===== src/source/rps_pkg.sv =====
/*
 * Shared types and constants for the rock-paper-scissors scoreboard.
 * The matrix is 8x8 and two-coloured. Each player owns one 4-column half.
 * Bit 0 of a half is its leftmost column. Player A takes the low half.
 * A hand glyph uses rows 1 to 4 only. Rows 0, 5, 6 and 7 stay dark.
 * The match ends at WIN_SCORE. The score type is sized for exactly that.
 */

`default_nettype none

package rps_pkg;

	// ------------------------------------------------------------------------
	// matrix geometry
	// ------------------------------------------------------------------------
	localparam int unsigned MATRIX_ROWS = 8;
	localparam int unsigned HALF_COLS   = 4;

	typedef logic [$clog2(MATRIX_ROWS)-1:0] row_idx_t;	// scanned row
	typedef logic [HALF_COLS-1:0]           half_cols_t;	// one player's columns
	typedef logic [2*HALF_COLS-1:0]         cols_t;	// full column word

	// ------------------------------------------------------------------------
	// game encodings
	// ------------------------------------------------------------------------
	typedef enum logic [1:0]
	{
		HAND_NONE     = 2'd0,
		HAND_ROCK     = 2'd1,
		HAND_SCISSORS = 2'd2,
		HAND_PAPER    = 2'd3
	} hand_t;

	typedef enum logic [1:0]
	{
		RES_BLANK = 2'd0,	// display off between rounds
		RES_WIN   = 2'd1,
		RES_LOSE  = 2'd2,
		RES_DRAW  = 2'd3
	} side_result_t;

	typedef logic [1:0] score_t;

	localparam score_t WIN_SCORE = 2'd3;	// first to three

	// ------------------------------------------------------------------------
	// half-glyph table, indexed by hand value then row
	// ------------------------------------------------------------------------
	localparam half_cols_t GLYPH_ROM [1:3][MATRIX_ROWS] =
	'{
		// rock
		'{4'b0000, 4'b1111, 4'b1111, 4'b1111,
		  4'b1111, 4'b0000, 4'b0000, 4'b0000},
		// scissors
		'{4'b0000, 4'b1001, 4'b0110, 4'b0110,
		  4'b1001, 4'b0000, 4'b0000, 4'b0000},
		// paper
		'{4'b0000, 4'b0110, 4'b1111, 4'b1111,
		  4'b0110, 4'b0000, 4'b0000, 4'b0000}
	};

endpackage

`default_nettype wire


===== src/source/matrix_scanner.sv =====
/*
 * Row scan for the 8x8 matrix, one row per clk_1k tick.
 * Rows are driven active low and columns active high. All three outputs
 * are registered on the same edge, so a row and its columns always match.
 * Those outputs lag row_idx by one cycle.
 */

`default_nettype none

module matrix_scanner (
	input  logic                clk_1k,
	input  logic                rst,
	output rps_pkg::row_idx_t   row_idx,
	input  rps_pkg::half_cols_t red_halves [2],
	input  rps_pkg::half_cols_t green_halves [2],
	output rps_pkg::cols_t      col_r,
	output rps_pkg::cols_t      col_g,
	output rps_pkg::cols_t      row_o
);

	import rps_pkg::*;

	// ------------------------------------------------------------------------
	// row counter
	// ------------------------------------------------------------------------
	always_ff @(posedge clk_1k or negedge rst)
	begin
		if (!rst)
			row_idx <= '0;
		else if (row_idx == row_idx_t'(MATRIX_ROWS - 1))
			row_idx <= '0;	// wrap to top
		else
			row_idx <= row_idx + row_idx_t'(1);
	end

	// ------------------------------------------------------------------------
	// output registers
	// ------------------------------------------------------------------------
	always_ff @(posedge clk_1k or negedge rst)
	begin
		if (!rst)
		begin
			col_r <= '0;
			col_g <= '0;
			row_o <= '1;	// all rows off
		end
		else
		begin
			col_r <= {red_halves[1], red_halves[0]};	// side 0 low
			col_g <= {green_halves[1], green_halves[0]};
			row_o <= ~(cols_t'(1) << row_idx);
		end
	end

	// one row lit
	a_row_onehot: assert property (@(posedge clk_1k) disable iff (!rst)
		$past(rst) |-> $onehot(~row_o));

endmodule

`default_nettype wire


===== src/source/round_judge.sv =====
/*
 * Round judge and scorekeeper.
 * hand_a and hand_b are level inputs sampled on clk_1k. play and ready are
 * single-cycle strobes, already debounced and synchronous to clk_1k.
 * A play needs both hands present and a match still running. Otherwise it
 * is dropped. A play on the same edge as ready takes priority.
 * The match state clears only on reset.
 */

`default_nettype none

module round_judge (
	input  logic                  clk_1k,
	input  logic                  rst,
	input  rps_pkg::hand_t        hand_a,
	input  rps_pkg::hand_t        hand_b,
	input  logic                  play,
	input  logic                  ready,
	output rps_pkg::hand_t        side_hand [2],
	output rps_pkg::side_result_t side_result [2],
	output logic                  match_over,
	output rps_pkg::score_t       score_a,
	output rps_pkg::score_t       score_b
);

	import rps_pkg::*;

	logic   accept;
	logic   a_wins;
	logic   b_wins;
	score_t score_a_nxt;
	score_t score_b_nxt;

	// rock > scissors > paper > rock
	function automatic logic beats(input hand_t x, input hand_t y);
		beats = ((x == HAND_ROCK)     && (y == HAND_SCISSORS)) ||
		        ((x == HAND_SCISSORS) && (y == HAND_PAPER))    ||
		        ((x == HAND_PAPER)    && (y == HAND_ROCK));
	endfunction

	// ------------------------------------------------------------------------
	// judging
	// ------------------------------------------------------------------------
	assign accept = play && !match_over && (hand_a != HAND_NONE) && (hand_b != HAND_NONE);
	assign a_wins = beats(hand_a, hand_b);
	assign b_wins = beats(hand_b, hand_a);

	always_comb
	begin
		score_a_nxt = score_a;
		score_b_nxt = score_b;
		if (a_wins)
			score_a_nxt = score_a + score_t'(1);
		if (b_wins)
			score_b_nxt = score_b + score_t'(1);
	end

	// ------------------------------------------------------------------------
	// state
	// ------------------------------------------------------------------------
	always_ff @(posedge clk_1k or negedge rst)
	begin
		if (!rst)
		begin
			score_a        <= '0;
			score_b        <= '0;
			match_over     <= 1'b0;
			side_result[0] <= RES_BLANK;
			side_result[1] <= RES_BLANK;
		end
		else if (accept)
		begin
			score_a    <= score_a_nxt;
			score_b    <= score_b_nxt;
			match_over <= (score_a_nxt == WIN_SCORE) || (score_b_nxt == WIN_SCORE);
			if (a_wins)
			begin
				side_result[0] <= RES_WIN;
				side_result[1] <= RES_LOSE;
			end
			else if (b_wins)
			begin
				side_result[0] <= RES_LOSE;
				side_result[1] <= RES_WIN;
			end
			else
			begin
				side_result[0] <= RES_DRAW;
				side_result[1] <= RES_DRAW;
			end
		end
		else if (ready && !match_over)	// blank between rounds
		begin
			side_result[0] <= RES_BLANK;
			side_result[1] <= RES_BLANK;
		end
	end

	// latched hands for the renderers
	always_ff @(posedge clk_1k)
	begin
		if (accept)
		begin
			side_hand[0] <= hand_a;
			side_hand[1] <= hand_b;
		end
	end

	// ------------------------------------------------------------------------
	// checks
	// ------------------------------------------------------------------------
	// a score never wraps past three
	a_score_cap: assert property (@(posedge clk_1k) disable iff (!rst)
		(score_a >= $past(score_a)) && (score_b >= $past(score_b)));

	a_score_frozen: assert property (@(posedge clk_1k) disable iff (!rst)
		match_over |=> ($stable(score_a) && $stable(score_b)));

	a_single_winner: assert property (@(posedge clk_1k) disable iff (!rst)
		!((side_result[0] == RES_WIN) && (side_result[1] == RES_WIN)));

endmodule

`default_nettype wire


===== src/source/rps_matrix_top.sv =====
/*
 * Rock-paper-scissors scoreboard on an 8x8 red/green LED matrix.
 * Everything runs on clk_1k. Inputs must be synchronous to it.
 * Player A shows in columns 0-3, player B in columns 4-7.
 */

`default_nettype none

module rps_matrix_top (
	input  logic            clk_1k,
	input  logic            rst,
	input  rps_pkg::hand_t  hand_a,
	input  rps_pkg::hand_t  hand_b,
	input  logic            play,
	input  logic            ready,
	output rps_pkg::cols_t  col_r,
	output rps_pkg::cols_t  col_g,
	output rps_pkg::cols_t  row_o,
	output rps_pkg::score_t score_a,
	output rps_pkg::score_t score_b
);

	import rps_pkg::*;

	hand_t        side_hand [2];
	side_result_t side_result [2];
	logic         match_over;
	row_idx_t     row_idx;
	half_cols_t   red_halves [2];
	half_cols_t   green_halves [2];

	round_judge round_judge_inst (
		.clk_1k      (clk_1k),
		.rst         (rst),
		.hand_a      (hand_a),
		.hand_b      (hand_b),
		.play        (play),
		.ready       (ready),
		.side_hand   (side_hand),
		.side_result (side_result),
		.match_over  (match_over),
		.score_a     (score_a),
		.score_b     (score_b)
	);

	// side 0 is player A
	for (genvar side = 0; side < 2; side++)
	begin : g_side
		side_renderer side_renderer_inst (
			.side_hand       (side_hand[side]),
			.side_result     (side_result[side]),
			.opponent_result (side_result[1-side]),
			.match_over      (match_over),
			.row_idx         (row_idx),
			.red             (red_halves[side]),
			.green           (green_halves[side])
		);
	end

	matrix_scanner matrix_scanner_inst (
		.clk_1k       (clk_1k),
		.rst          (rst),
		.row_idx      (row_idx),
		.red_halves   (red_halves),
		.green_halves (green_halves),
		.col_r        (col_r),
		.col_g        (col_g),
		.row_o        (row_o)
	);

endmodule

`default_nettype wire


===== src/source/side_renderer.sv =====
/*
 * One player's half of the matrix, purely combinational.
 * Winners and draws light green, a loss lights red, blank lights nothing.
 * At match end the glyph is dropped and the whole half shows the outcome.
 * The match winner is taken from the last round's results. That round is
 * always a win, since scores rise only on wins.
 */

`default_nettype none

module side_renderer (
	input  rps_pkg::hand_t        side_hand,
	input  rps_pkg::side_result_t side_result,
	input  rps_pkg::side_result_t opponent_result,
	input  logic                  match_over,
	input  rps_pkg::row_idx_t     row_idx,
	output rps_pkg::half_cols_t   red,
	output rps_pkg::half_cols_t   green
);

	import rps_pkg::*;

	half_cols_t glyph_row;
	logic       won_match;

	// ------------------------------------------------------------------------
	// glyph lookup
	// ------------------------------------------------------------------------
	always_comb
	begin
		glyph_row = '0;
		if (side_hand != HAND_NONE)
			glyph_row = GLYPH_ROM[side_hand][row_idx];
	end

	// decided by the final round
	assign won_match = (side_result == RES_WIN) && (opponent_result == RES_LOSE);

	// ------------------------------------------------------------------------
	// colour rule
	// ------------------------------------------------------------------------
	always_comb
	begin
		red   = '0;
		green = '0;
		if (match_over)
		begin
			if (won_match)
				green = '1;	// winner's half solid green
			else
				red = '1;
		end
		else
		begin
			case (side_result)
				RES_WIN,
				RES_DRAW:
				begin
					green = glyph_row;
				end
				RES_LOSE:
				begin
					red = glyph_row;
				end
				default:
				begin
					red   = '0;	// blank
					green = '0;
				end
			endcase
		end
	end

endmodule

`default_nettype wire


===== config.mk =====
export PLATFORM = sky130hd
export DESIGN_NAME = rps_matrix_top
export DESIGN_NICKNAME = d
export VERILOG_FILES = /design/src/source/rps_pkg.sv /design/src/source/matrix_scanner.sv /design/src/source/round_judge.sv /design/src/source/rps_matrix_top.sv /design/src/source/side_renderer.sv
export SDC_FILE = /design/constraint.sdc
export NUM_CORES = 1
export LEC_CHECK = 0
export ABC_AREA = 1
export BUFFER_PORTS_ARGS = -buffer_cell sky130_fd_sc_hd__clkbuf_2
export CAP_MARGIN = 25
export CELL_PAD_IN_SITES_DETAIL_PLACEMENT = 1
export CELL_PAD_IN_SITES_GLOBAL_PLACEMENT = 1
export CORE_ASPECT_RATIO = 0.6
export CORE_MARGIN = 2
export CORE_UTILIZATION = 39
export DETAILED_ROUTE_END_ITERATION = 7
export GPL_TIMING_DRIVEN = 0
export HOLD_SLACK_MARGIN = 0.08
export PLACE_DENSITY_LB_ADDON = 0.1
export RECOVER_POWER = 50
export SYNTH_ARGS = -nofsm -noshare
export SYNTH_HDL_FRONTEND = slang
export SYNTH_SLANG_ARGS = --single-unit

===== constraint.sdc =====
create_clock -name clk_1k -period 1.7 [get_ports clk_1k]
set_input_delay 0.17 -clock clk_1k [delete_from_list [all_inputs] [get_ports clk_1k]]
set_output_delay 0.17 -clock clk_1k [all_outputs]
set_load 0.03 [all_outputs]

==> summary.md <==
| Metric | Value |
|---|---|
| First-pass GRT wire length | `approximately 5300 µm` |
| Worst slew pin tran | `0.6413 ns` |
| Slowest stage delay, CP | `0.42 ns` |
| R2R Setup Slk | `approximately 0.27 ns` |
| Vias post-DR | `between 1k and 1.5k` |
| P per Cell Area | `872.7 nW/µm²` |
| Hpwl dp | `between 2000 and 2500 µm` |
| Die width | `83.40 µm` |
| Reg2Reg Capture Point | `matrix_scanner_inst.col_r[3]` |
| Hold wc startpoint | `hand_a[1]` |
| DRC | `0` |
| DR WL/cell | `between 10 and 15 µm` |
| Pin count of the biggest net entering global routing | `27` |
| Worst skew pair latency | `0.28 ns` |
| Max clock buf depth | `2` |
| Mean number of vias per cell | `4.602` |
| CTS tree | `done` |
| Initial drt markers | `26` |
| Initial antenna violation count | `0` |
| Critical Path Fanout Max | `3` |
| Sequential-to-total area share from yosys stat | `0.5293` |
| Synthesis-to-layout area growth | `22.39%` |
| CTS Buf Count | `5` |
| H-tree lvl count | `2` |
| Placeable core region | `3637 µm²` |
| Leading area contributor after synthesis | `dfrtp_1` |
| Rows | `17` |
| Post-cts resize count | `0` |
| Final clock skew | `between 0.004 and 0.005 ns` |
| LEAKAGE | `0.9162 nW` |
| Data required time of the worst path | `1.86 ns` |
| Post-CTS Hold Fix Bufs | `1` |
| Die Y-Extent | `51.64 µm` |
| Family with the most delay on the worst path | `flip-flops` |
| Mean Syn Cell Area | `9.642 µm²` |
| Normalized max-slew margin | `0.5725` |
| Number of global-route vias before repair | `between 1k and 1.5k` |
| RSZ-0062 raised after global routing | `no` |
| Endpoint, Worst Hold | `round_judge_inst.side_hand[3]` |
| Full die area | `approximately 4300 µm²` |
| Setup_tns | `0 ns` |
| Routed WL | `3098 µm` |
| Setup crit end kind | `flip-flop` |
| Final ANT Viol Nets | `0` |
| Fmax achieved | `697.3 MHz` |
| Post-Syn Area | `1475 µm²` |
| Critical-path top delay cell | `edfxtp_1` |
| Gr usage total | `0.1638` |
| Clock-pin slew on the worst setup and hold paths | `0.06 ns` |
| Layout cell share with drive strength beyond 1 | `0.2944` |
| Number of clock sinks | `30` |
| Fin crit period | `approximately 1.4 ns` |
| Status | `completed` |
| Yosys reg bits | `30` |
| Boundary Pins | `36` |
| Util after Layout | `0.4964` |
| Initial Util | `0.4056` |
| Critical path type | `reg -> reg` |
| Syn nets | `171` |
| Crit path launch type | `flip-flop` |
| Buf+Inv Stages, Crit Path | `0` |
| RePlAce Congestion | `between 0.8 and 0.9` |
| HP Class | `in -> reg` |
| N_diodes | `0` |
| Synth cell types | `24` |
| I/O Buffers | `35` |
| Clock Root Buffer | `clkbuf_8` |
| Setup violators final | `0` |
| Synth area leaders | `dfrtp_1 (31%), dfstp_2 (14%), nand2_1 (9.7%)` |
| Worst reg2reg path depth | `4` |
| Post-CTS Repair Setup Buffers | `0` |
| Crit path DAT | `approximately 1.6 ns` |
| Synth Instances | `153` |
| Synth top area share | `0.3053` |
| Crit-path cells | `ha_1, or2_2, o211ai_1, o21ai_0` |
| Slew Limit Fails | `0` |
| Worst VDD drop | `352.2 µV` |
| Warnings from Yosys | `0` |
| Max cap viols | `0` |
| Drt first pass iters | `4` |
| Final period utilization | `0.8436` |
| Remaining Overflow, GRT | `0` |
| NumNets Final | `214` |
| Worst r2r src | `round_judge_inst.side_hand[2]` |
| Final count of hold timing violations | `0` |
| Hold path cells | `1` |
| Hold WS | `between 0.15 and 0.2 ns` |
==> flip-flops by register name, summed over array words and instances (netlist names) <==
register and flops:
matrix_scanner_inst.col_r 4, round_judge_inst.side_hand 4, round_judge_inst.side_result 2, matrix_scanner_inst.row_idx 3, matrix_scanner_inst.col_g 4, matrix_scanner_inst.row_o 8, round_judge_inst.score_a 2, round_judge_inst.match_over 1
round_judge_inst.score_b 2
==> through the flow <==
stage	std cells	power, mW	area, µm²	setup WS [ns]
floorplan	153	0.8904	1475	0.4300
global placement	235	0.9504	1709	0.2859
detailed placement	235	0.9566	1709	0.2696
CTS	244	1.604	1821	0.2551
global route	244	1.649	1805	0.1599
finish	244	1.576	1805	0.2658
==> synth_stat cells <==
cell and n:
dfstp_2 8, inv_1 20, a21oi_1 2, o22ai_1 6
o21ai_1 1, nor2_2 3, nand3_2 3, nor2_1 7
a21oi_4 1, o211ai_1 2, or2_2 1, edfxtp_1 4
buf_4 8, nand4_1 2, clkinv_4 1, nand3_4 1
clkinv_1 1, nand2_1 38, xor2_1 2, nand3_1 5
o21ai_0 6, dfrtp_1 18, ha_1 10, inv_2 3
==> power breakdown <==
| group | switching (mW) | total [mW] | internal, mW |
|---|---|---|---|
| combinational | 0.126 | 0.179 | 0.0534 |
| clock | 0.259 | 0.637 | 0.378 |
| sequential | 0.0119 | 0.759 | 0.747 |
| total | 0.397 | 1.58 | 1.18 |
==> placed cells by master (no fill, tap or decap) <==
cell / instances
a21oi_4: 1
ha_1: 10
inv_1: 20
nand3_2: 3
clkinv_1: 1
nor2_2: 3
dfrtp_1: 18
nand3_4: 1
o21ai_1: 1
clkinv_4: 1
o21ai_0: 6
o22ai_1: 6
dfstp_2: 8
xor2_1: 2
clkbuf_8: 5
clkbuf_16: 1
nand3_1: 5
dlygate4sd3_1: 1
a21oi_1: 2
or2_2: 1
nand4_1: 2
edfxtp_1: 4
nand2_1: 38
nor2_1: 7
clkbuf_1: 14
o211ai_1: 2
inv_2: 3
buf_4: 8
clkbuf_2: 23
==> worst max-delay path by stage <==
stage	to	cells past startpoint	slack [ns]	from
global placement	matrix_scanner_inst.col_r[3]	4	0.29	round_judge_inst.side_hand[2]
CTS	matrix_scanner_inst.col_r[3]	4	0.26	round_judge_inst.side_hand[2]
finish	matrix_scanner_inst.col_r[3]	4	0.27	round_judge_inst.side_hand[2]
floorplan	matrix_scanner_inst.col_r[3]	4	0.43	round_judge_inst.side_hand[2]
global route	matrix_scanner_inst.col_r[3]	4	0.16	round_judge_inst.side_hand[2]
detailed placement	matrix_scanner_inst.col_r[3]	4	0.27	round_judge_inst.side_hand[2]
==> cell type report <==
cell class                 instances  area (µm²)
fill                             427        1832
tap                               47       58.81
multi-input combinational         90       535.5
clock buffer                       8       101.3
buffer                             8       60.06
sequential                        30       780.7
timing repair buffer              36       170.2
inverter                          25       98.84
==> layer usage <==
| metal | wire [µm] | GRT usage | vias up |
|---|---|---|---|
| li1 | - | - | 562 |
| met1 | 1477 | 0.2028 | 521 |
| met2 | 1351 | 0.2675 | 33 |
| met3 | 218 | 0.05238 | 7 |
| met4 | 51 | 0.07377 | 0 |
| met5 | 0 | 0 | - |
==> cells by family (layout without fill, tap and decap cells) <==
group                      after synthesis  in the layout  share of synthesized area
AOI/OAI and AO/OA                       18             18                    0.07718
DFF                                     30             30                     0.5293
xor gates and xnor gates                 2              2                    0.01188
adders and majority gates               10             10                    0.08482
and+or+nand+nor                         60             60                     0.1892
buffers and inverters                   33             77                     0.1077
(Power assumes the default switching activity.)
